### config.mk
export PLATFORM = sky130hd
export DESIGN_NAME = axi_bridge
export DESIGN_NICKNAME = d
export VERILOG_FILES = /design/src/common/axi_bridge_pkg.sv /design/src/axi_bridge/axi_ar_channel.sv /design/src/axi_bridge/axi_r_channel.sv /design/src/axi_bridge/axi_aw_channel.sv /design/src/axi_bridge/axi_b_channel.sv /design/src/axi_bridge/axi_bridge.sv
export SDC_FILE = /design/constraint.sdc
export NUM_CORES = 1
export LEC_CHECK = 0
export BUFFER_PORTS_ARGS = -buffer_cell sky130_fd_sc_hd__buf_2
export CORE_UTILIZATION = 52
export DETAILED_ROUTE_END_ITERATION = 10
export PLACE_DENSITY = 0.79
export SYNTH_ARGS = -nofsm -noshare
export SYNTH_HDL_FRONTEND = slang
export SYNTH_SLANG_ARGS = --single-unit
### constraint.sdc
create_clock -name clk -period 5.2 [get_ports clk]
set_clock_uncertainty 0.1 [all_clocks]
set_input_delay 1.04 -clock clk [delete_from_list [all_inputs] [get_ports clk]]
set_output_delay 1.04 -clock clk [all_outputs]
set_load 0.02 [all_outputs]
### src/common/axi_bridge_pkg.sv
package axi_bridge_pkg;

    localparam int ADDR_W = 32;
    localparam int DATA_W = 32;
    localparam int STRB_W = 4;
    localparam int LEN_W  = 8;
    localparam int ID_W   = 4;

    // AXI IDs double as port numbers
    localparam logic [ID_W-1:0] PORT_IF   = 4'd1;
    localparam logic [ID_W-1:0] PORT_DATA = 4'd2;

    localparam logic [1:0] BURST_INCR = 2'b01;

    // Also the depth of the W queue
    localparam int MAX_BEATS = 8;
    localparam int WCNT_W    = 5;

    typedef struct packed {
        logic              req;
        logic              wr;
        logic [1:0]        size;
        logic [ADDR_W-1:0] addr;
        logic [LEN_W-1:0]  len;
        logic [STRB_W-1:0] wstrb;
        logic [DATA_W-1:0] wdata;
    } sram_req_t;

    typedef struct packed {
        logic [DATA_W-1:0] data;
        logic [STRB_W-1:0] strb;
        logic              last;
    } sram_wbeat_t;

    // Shared by AR and AW
    typedef struct packed {
        logic [ID_W-1:0]   id;
        logic [ADDR_W-1:0] addr;
        logic [LEN_W-1:0]  len;
        logic [2:0]        size;
        logic [1:0]        burst;
        logic [1:0]        lock;
        logic [3:0]        cache;
        logic [2:0]        prot;
    } axi_addr_t;

    typedef struct packed {
        logic [ID_W-1:0]   id;
        logic [DATA_W-1:0] data;
        logic [STRB_W-1:0] strb;
        logic              last;
    } axi_w_t;

    typedef struct packed {
        logic [ID_W-1:0]   id;
        logic [DATA_W-1:0] data;
        logic [1:0]        resp;
        logic              last;
    } axi_r_t;

    typedef struct packed {
        logic [ID_W-1:0] id;
        logic [1:0]      resp;
    } axi_b_t;

endpackage

### src/axi_bridge/axi_ar_channel.sv
`timescale 1ns/1ps

module axi_ar_channel (
    input  logic                      clk,
    input  logic                      resetn,
    input  logic                      req_valid,
    input  axi_bridge_pkg::axi_addr_t req,
    output logic                      addr_ok,
    output axi_bridge_pkg::axi_addr_t ar,
    output logic                      arvalid,
    input  logic                      arready
);

    logic take;

    // Free slot, or the current one leaves this cycle
    assign addr_ok = !arvalid || arready;
    assign take    = req_valid && addr_ok;

    always_ff @(posedge clk) begin
        if (!resetn) begin
            arvalid <= 1'b0;
        end else if (take) begin
            arvalid <= 1'b1;
        end else if (arready) begin
            arvalid <= 1'b0;
        end
    end

    always_ff @(posedge clk) begin
        if (take) begin
            ar <= req;
        end
    end

    // Payload held until the slave takes it
    ar_stable: assert property (
        @(posedge clk) disable iff (!resetn)
        arvalid && !arready |=> arvalid && $stable(ar)
    );

endmodule

### src/axi_bridge/axi_r_channel.sv
`timescale 1ns/1ps

module axi_r_channel (
    input  logic                              clk,
    input  logic                              resetn,
    input  axi_bridge_pkg::axi_r_t            r,
    input  logic                              rvalid,
    output logic                              rready,
    output logic                              data_ok,
    output logic [axi_bridge_pkg::ID_W-1:0]   id,
    output logic [axi_bridge_pkg::DATA_W-1:0] data
);
    import axi_bridge_pkg::*;

    logic            in_burst;
    logic [ID_W-1:0] burst_id;

    // Always ready once out of reset
    always_ff @(posedge clk) begin
        if (!resetn) begin
            rready <= 1'b0;
        end else begin
            rready <= 1'b1;
        end
    end

    assign data_ok = rvalid && rready;
    assign id      = r.id;
    assign data    = r.data;

    always_ff @(posedge clk) begin
        if (!resetn) begin
            in_burst <= 1'b0;
        end else if (data_ok) begin
            in_burst <= !r.last;
        end
    end

    always_ff @(posedge clk) begin
        if (data_ok) begin
            burst_id <= r.id;
        end
    end

    rid_known: assert property (
        @(posedge clk) disable iff (!resetn)
        rvalid |-> (r.id == PORT_IF || r.id == PORT_DATA)
    );

    // No interleaving, a burst closes with rlast before another starts
    rid_in_burst: assert property (
        @(posedge clk) disable iff (!resetn)
        rvalid && in_burst |-> r.id == burst_id
    );

endmodule

### src/axi_bridge/axi_aw_channel.sv
`timescale 1ns/1ps

module axi_aw_channel (
    input  logic                        clk,
    input  logic                        resetn,
    input  logic                        req_valid,
    input  axi_bridge_pkg::axi_addr_t   req,
    input  axi_bridge_pkg::sram_wbeat_t wbeat,
    input  logic                        wbeat_valid,
    output logic                        addr_ok,
    output axi_bridge_pkg::axi_addr_t   aw,
    output logic                        awvalid,
    input  logic                        awready,
    output axi_bridge_pkg::axi_w_t      w,
    output logic                        wvalid,
    input  logic                        wready
);
    import axi_bridge_pkg::*;

    sram_wbeat_t                  wq [MAX_BEATS];
    logic [$clog2(MAX_BEATS)-1:0] wr_ptr;
    logic [$clog2(MAX_BEATS)-1:0] rd_ptr;
    logic [$clog2(MAX_BEATS):0]   count;
    logic                         take;
    logic                         push;
    logic                         pop;
    sram_wbeat_t                  head;

    // One write at a time, and only once the previous beats are gone
    assign addr_ok = !awvalid && (count == '0);
    assign take    = req_valid && addr_ok;

    always_ff @(posedge clk) begin
        if (!resetn) begin
            awvalid <= 1'b0;
        end else if (take) begin
            awvalid <= 1'b1;
        end else if (awready) begin
            awvalid <= 1'b0;
        end
    end

    always_ff @(posedge clk) begin
        if (take) begin
            aw <= req;
        end
    end

    // W beat queue
    assign push = wbeat_valid;
    assign pop  = wvalid && wready;
    assign head = wq[rd_ptr];

    always_ff @(posedge clk) begin
        if (push) begin
            wq[wr_ptr] <= wbeat;
        end
    end

    always_ff @(posedge clk) begin
        if (!resetn) begin
            wr_ptr <= '0;
            rd_ptr <= '0;
            count  <= '0;
        end else begin
            if (push) begin
                wr_ptr <= wr_ptr + 1'b1;
            end
            if (pop) begin
                rd_ptr <= rd_ptr + 1'b1;
            end
            if (push && !pop) begin
                count <= count + 1'b1;
            end else if (pop && !push) begin
                count <= count - 1'b1;
            end
        end
    end

    assign wvalid = (count != '0);
    assign w      = '{id: PORT_DATA, data: head.data, strb: head.strb, last: head.last};

    wq_no_overflow: assert property (
        @(posedge clk) disable iff (!resetn)
        push && !pop |-> count != MAX_BEATS
    );

endmodule

### src/axi_bridge/axi_b_channel.sv
`timescale 1ns/1ps

module axi_b_channel (
    input  logic                   clk,
    input  logic                   resetn,
    input  axi_bridge_pkg::axi_b_t b,
    input  logic                   bvalid,
    output logic                   bready,
    output logic                   data_ok
);
    import axi_bridge_pkg::*;

    always_ff @(posedge clk) begin
        if (!resetn) begin
            bready <= 1'b0;
        end else begin
            bready <= 1'b1;
        end
    end

    // bresp ignored, every response counts as done
    assign data_ok = bvalid && bready;

    // Only the data port writes
    bid_data_port: assert property (
        @(posedge clk) disable iff (!resetn)
        bvalid |-> b.id == PORT_DATA
    );

endmodule

### src/axi_bridge/axi_bridge.sv
`timescale 1ns/1ps

module axi_bridge (
    input  logic                              clk,
    input  logic                              resetn,
    input  axi_bridge_pkg::sram_req_t         if_req,
    input  axi_bridge_pkg::sram_req_t         data_req,
    input  axi_bridge_pkg::sram_wbeat_t       wbeat,
    input  logic                              wbeat_valid,
    output logic                              if_addr_ok,
    output logic                              if_data_ok,
    output logic                              data_addr_ok,
    output logic                              data_data_ok,
    output logic [axi_bridge_pkg::DATA_W-1:0] rdata,
    output axi_bridge_pkg::axi_addr_t         ar,
    output logic                              arvalid,
    input  logic                              arready,
    input  axi_bridge_pkg::axi_r_t            r,
    input  logic                              rvalid,
    output logic                              rready,
    output axi_bridge_pkg::axi_addr_t         aw,
    output logic                              awvalid,
    input  logic                              awready,
    output axi_bridge_pkg::axi_w_t            w,
    output logic                              wvalid,
    input  logic                              wready,
    input  axi_bridge_pkg::axi_b_t            b,
    input  logic                              bvalid,
    output logic                              bready
);
    import axi_bridge_pkg::*;

    logic              if_rd;
    logic              data_rd;
    logic              data_wr;
    logic              data_rd_go;
    logic              ar_req_valid;
    axi_addr_t         ar_req;
    axi_addr_t         aw_req;
    logic              ar_addr_ok;
    logic              aw_addr_ok;
    logic              r_data_ok;
    logic [ID_W-1:0]   r_id;
    logic              b_data_ok;
    logic              wr_take;
    logic [WCNT_W-1:0] wcnt;

    function automatic axi_addr_t to_axi(input logic [ID_W-1:0] port, input sram_req_t src);
        axi_addr_t a;
        a.id    = port;
        a.addr  = src.addr;
        a.len   = src.len;
        a.size  = {1'b0, src.size};
        a.burst = BURST_INCR;
        a.lock  = '0;
        a.cache = '0;
        a.prot  = '0;
        return a;
    endfunction

    assign if_rd   = if_req.req && !if_req.wr;
    assign data_rd = data_req.req && !data_req.wr;
    assign data_wr = data_req.req && data_req.wr;

    // Data reads wait out pending writes (RAW), and beat fetches otherwise
    assign data_rd_go   = data_rd && (wcnt == '0);
    assign ar_req_valid = data_rd_go || if_rd;
    assign ar_req       = data_rd_go ? to_axi(PORT_DATA, data_req) : to_axi(PORT_IF, if_req);
    assign aw_req       = to_axi(PORT_DATA, data_req);

    assign if_addr_ok   = if_rd && !data_rd_go && ar_addr_ok;
    assign data_addr_ok = data_wr ? aw_addr_ok : (data_rd_go && ar_addr_ok);

    assign if_data_ok   = r_data_ok && (r_id == PORT_IF);
    assign data_data_ok = (r_data_ok && (r_id == PORT_DATA)) || b_data_ok;

    // Outstanding writes
    assign wr_take = data_wr && aw_addr_ok;

    always_ff @(posedge clk) begin
        if (!resetn) begin
            wcnt <= '0;
        end else if (wr_take && !b_data_ok) begin
            wcnt <= wcnt + 1'b1;
        end else if (b_data_ok && !wr_take) begin
            wcnt <= wcnt - 1'b1;
        end
    end

    wcnt_no_underflow: assert property (
        @(posedge clk) disable iff (!resetn)
        b_data_ok |-> wcnt != '0
    );

    axi_ar_channel u_ar (
        .clk       (clk),
        .resetn    (resetn),
        .req_valid (ar_req_valid),
        .req       (ar_req),
        .addr_ok   (ar_addr_ok),
        .ar        (ar),
        .arvalid   (arvalid),
        .arready   (arready)
    );

    axi_r_channel u_r (
        .clk     (clk),
        .resetn  (resetn),
        .r       (r),
        .rvalid  (rvalid),
        .rready  (rready),
        .data_ok (r_data_ok),
        .id      (r_id),
        .data    (rdata)
    );

    axi_aw_channel u_aw (
        .clk         (clk),
        .resetn      (resetn),
        .req_valid   (data_wr),
        .req         (aw_req),
        .wbeat       (wbeat),
        .wbeat_valid (wbeat_valid),
        .addr_ok     (aw_addr_ok),
        .aw          (aw),
        .awvalid     (awvalid),
        .awready     (awready),
        .w           (w),
        .wvalid      (wvalid),
        .wready      (wready)
    );

    axi_b_channel u_b (
        .clk     (clk),
        .resetn  (resetn),
        .b       (b),
        .bvalid  (bvalid),
        .bready  (bready),
        .data_ok (b_data_ok)
    );

endmodule

Word-level counts from Yosys, hierarchy flattened
Memory sizes are Yosys's and may differ from the RTL's. A register that Yosys moved wholly into a read port is not among the register bits.
Cells that the tools add are included.
Widths: inputs -> output; s select.
{ "word_totals": {"inputBits": 250, "ram_bits": 296, "mem_count": 1, "wordCells": 80, "regBits": 118, "out_inout_bits": 198} }
{ "mem_list": {"columns": ["memory", "words", "word_bits", "read_ports", "rd_ports_with_merged_regs", "write_ports", "line_no", "rtl"], "rows": [
  ["u_aw.wq", 8, 37, 1, 1, 1, "axi_aw_channel.sv:20", "sram_wbeat_t wq [MAX_BEATS];"]
]} }
{ "op_classes": {"n_reduce_logical": 38, "addsub": 6, "mux": 15, "n_eq_ne": 2} }
{ "op_table": {"columns": ["op", "count"], "rows": [
  ["$mux 56", 1],
  ["$logic_and 1x1->1", 19],
  ["$mux 5", 2],
  ["$logic_not 1->1", 9],
  ["$mux 1", 8],
  ["$mux 4", 2],
  ["$reduce_bool 2->1", 4],
  ["$add 3x1->3 const B", 2],
  ["$mux 3", 2],
  ["$add 5x1->5 const B", 1],
  ["$logic_not 5->1", 1],
  ["$sub 5x1->5 const B", 1],
  ["$add 4x1->4 const B", 1],
  ["$eq 4x1->1 const B", 1],
  ["$eq 4x2->1 const B", 1],
  ["$logic_not 4->1", 1],
  ["$reduce_bool 4->1", 1],
  ["$sub 4x1->4 const B", 1],
  ["$logic_or 1x1->1", 3]
]} }

Depth between registers and ports, before layout
{ "logic_depth": {"ltp_word": 7, "mapped_depth": 10, "ltp_nobuf": 9} }

By module
Synthesis repeated with hierarchy kept, for this count alone.
{ "unflattened": {"hier_cells": 766, "hier_area_um2": 16794.9} }
{ "modules_own_cells": {"columns": ["mod", "n_inst", "area_each_um2", "cells_each"], "rows": [
  ["axi_aw_channel", 1, 13575.5, 566],
  ["axi_ar_channel", 1, 1799.2, 63],
  ["axi_bridge", 1, 1097.3, 97],
  ["axi_r_channel", 1, 296.5, 38],
  ["axi_b_channel", 1, 26.3, 2]
]} }

Worst setup path after synthesis
Ideal clock, no wire load.
{ "synth_timing": {"path_type": "input to register", "start": "in data_req[78] in the netlist's numbering", "end": "reg, netlist name u_ar.ar[11]", "setup_slack_ps": 705, "path_buffers": 2, "setup_time_ps": 460, "arrival_ps": 3935, "cell_stages": 5, "required_time_ps": 4640, "cell_sequence": "nor4b_1 > nand2_1 > buf_2 > buf_4 > a21oi_1"} }
{ "synth_between": {"elab_chain_cells": 5} }
{ "synth_lines": {"columns": ["element", "line_no", "rtl"], "rows": [
  ["start, declared", "axi_bridge.sv:7", "input axi_bridge_pkg::sram_req_t data_req,"],
  ["$logic_not 1->1", "axi_bridge.sv:62", "assign data_rd = data_req.req && !data_req.wr;"],
  ["$logic_and 1x1->1", "axi_bridge.sv:62", null],
  ["$logic_and 1x1->1", "axi_bridge.sv:66", "assign data_rd_go = data_rd && (wcnt == '0);"],
  ["$logic_or 1x1->1", "axi_bridge.sv:67", "assign ar_req_valid = data_rd_go || if_rd;"],
  ["$logic_and 1x1->1", "axi_ar_channel.sv:18", "assign take = req_valid && addr_ok;"],
  ["named net u_ar.take", "axi_ar_channel.sv:14", "logic take;"]
]} }
The timed path passes the listed nets, and every way through them passes these cells.
A chain may end at the register's enable or synchronous reset.

==> out/metrics.csv <==
metric,value,unit
Vias,7879,
main combinational cell family by area after synthesis,multiplexers,
die width,176.6,um
Pwr Total,8.459,mW
drt pass-1 iters,5,
critical path class,reg -> out,
"commonest non-fill, non-tap cells in the layout","edfxtp_1 (382), buf_2 (268), mux4_2 (74)",
busiest grt layer,met2,
RR Startpoint,u_aw.count[0]$_SDFFE_PN0P_,
Max Cap Viol,0,
worst ir drop on vdd,0.0003342,V
Cells after Synth,758,
initial antenna violation count,4,
gr usage total,22.07,%
Synth Register Bits,403,
setup TNS,0,ns
Synth async-reset ratio,0,%
adder and majority gate portion of the synthesized area,0.9624,%
CTS tree,done,
drt total wl,34270,um
actual slew at the worst max-slew pin,1.138,ns
setup bufs post-CTS,0,
crit path DAT,2.67,ns
share of cells above drive strength 1,45.62,%
largest net degree at the start of global routing,75,
R2R setup slack,2.22,ns
cell taking the most area after synthesis,edfxtp_1,
HPWL after DPL,21140,um
Main synth FF type,edfxtp_1,
worst r2r path cells,9,
Synth Area in XOR/XNOR,0.3866,%
Slew Limit Headroom,24.13,%
TritonCTS Sinks,403,
Synth Area in Compound Gates,0.6784,%
RSZ-0062 raised after global routing,false,
met3 Use GR,6.572,%
Pleak,6.472,nW
post-route ant nets,0,
worst-path fanout max,54,
first-pass GRT wire length,49940,um
nets,1277,
H-tree depth,2,
post-layout min period,3.810,ns
clock-pin slew on the worst setup and hold paths,0.06,ns
total grt overflow,0,
"commonest non-fill, non-tap cell in the layout",edfxtp_1,
hold path cells,2,
CP Launch Type,flop,
met2 Track Usage GR,37.40,%
mux cell area share after synthesis,16.43,%
worst-skew pair later-pin latency,0.52,ns
syn_area_per_cell,20.92,um2
Site Rows,63,
die area,31200,um2
IO Port Bufs,268,
"top cells by area, synth","edfxtp_1 (72%), mux4_2 (11%), mux2_2 (3.8%), buf_4 (3.2%), dfxtp_1 (2.7%)",
"Seq/Total Area, Yosys",74.98,%
period utilization,73.27,%
"Hold Vio Cnt, Final",0,
Crit Reg-Reg Endpoint,wcnt[4]$_SDFFE_PN0P_,
Finished Core Util,62.02,%
Power Dens Cells,457.7,nW/um2
wire length per cell,23.96,um
final setup fails,0,
Synth top area share,72.33,%
outcome,completed,
met1 usage,27.18,%
Mapped Area,15860,um2
CTS resizes,0,
CTS hold repair buffers,0,
Max Fclk,262.5,MHz
GP Congestion,0.8485,
DR vias/cell,5.510,
Die Ht,176.6,um
Top-Level Pins,448,
Clock Tree Root,clkbuf_16,
vias in the first global route,8224,
Synth cell types,40,
"Slew Viols, Final",0,
Ys Warns,0,
initial core utilization,53.23,%
Clock Tree Buf Depth,3,
hold path startpoint,u_aw.rd_ptr[1]$_SDFFE_PN0P_,
number of synthesized flops with an enable pin,382,
initial drt markers,584,
post-synthesis simple-gate area fraction,2.043,%
Critical Path Sink Type,primary output,
type of the most critical hold path,reg -> reg,
Core ar.,29800,um2
Post-route DRC,0,
area delta synth->final,16.52,%
required time worst endpoint,4.06,ns
CTS Buf Count,40,
## layout make-up
class,count,area [um2]
antenna,1,2.502
clock buffer,51,1062
clock inverter,14,110.1
fill,2107,11320
inverter,3,11.26
multi-input combinational,287,3455
sequential,403,11900
tap,390,488.0
timing repair buffer,281,1451
## Yosys cell counts, drive strengths merged, types with 2 or more instances
library cell and instances:
fa 2, o21ai 3, nand2 13, nand2b 8, clkbuf 8, nor2 9, nor2b 5, a21oi 4
mux2 79, a31oi 2, inv 3, buf 89, xnor2 7, a21boi 2, conb 2, nand3 7
o21a 2, nor3 5, a211oi 2, edfxtp 382, ha 9, mux4 74, dfxtp 21, and2 8
mux2i 5
## critical path, cell delays in order, from the launching register on
cell and delay [ns]:
dfxtp_4 0.63, buf_12 0.43, mux4_2 0.57, mux2_2 0.28, buf_2 0.16
## through the flow
stage / instance area [um2] / hold slack (ns) / instances / setup slack, ns
6_report: 18480 / 0.3770 / 1430 / 1.390
5_1_grt: 18480 / 0.4156 / 1430 / 1.212
4_1_cts: 18480 / 0.3800 / 1429 / 1.298
3_5_place_dp: 17310 / 0.3694 / 1364 / 1.762
3_3_place_gp: 17310 / 0.3541 / 1364 / 1.803
2_1_floorplan: 15980 / 0.3404 / 790 / 0.7051
## worst max-delay path by stage
stage                 start                    end  slack (ns)
2_1_floorplan  data_req[78]  u_ar.ar[11]$_DFFE_PP_        0.71
3_3_place_gp   data_req[78]           data_addr_ok        1.80
3_5_place_dp   data_req[78]           data_addr_ok        1.76
4_1_cts                flop                  w[17]        1.30
5_1_grt                flop                  w[36]        1.21
6_report               flop                  w[36]        1.39
## registers in the layout, indices dropped and copies added, names as in the netlist, named ones only
signal,cells
u_aw.wq,296
u_ar.ar,44
u_aw.awvalid,1
u_aw.rd_ptr,3
u_b.bready,1
u_aw.wr_ptr,3
u_ar.arvalid,1
wcnt,5
u_aw.aw,42
u_aw.count,4
## kinds of logic after synthesis
logic type / Yosys count
AOI/OAI and AO/OA: 17
xor gates and xnor gates: 7
adders and majority gates: 11
buffers and inverters: 100
DFF: 403
muxes: 158
other: 2
and+or+nand+nor: 60
## metal layers
| layer | up-vias | part of all wire (%) |
|---|---|---|
| met5 | - | 0 |
| li1 | 3448 | - |
| met3 | 63 | 8.7 |
| met2 | 343 | 51 |
| met1 | 4025 | 38 |
| met4 | 0 | 2.5 |
## where the power goes
group / internal, mW / switching [mW]
clock network: 1.49 / 1.14
registers: 3.80 / 0.178
logic: 0.860 / 0.989
total: 6.15 / 2.31
Note: power is estimated with default switching activity, not from simulation.
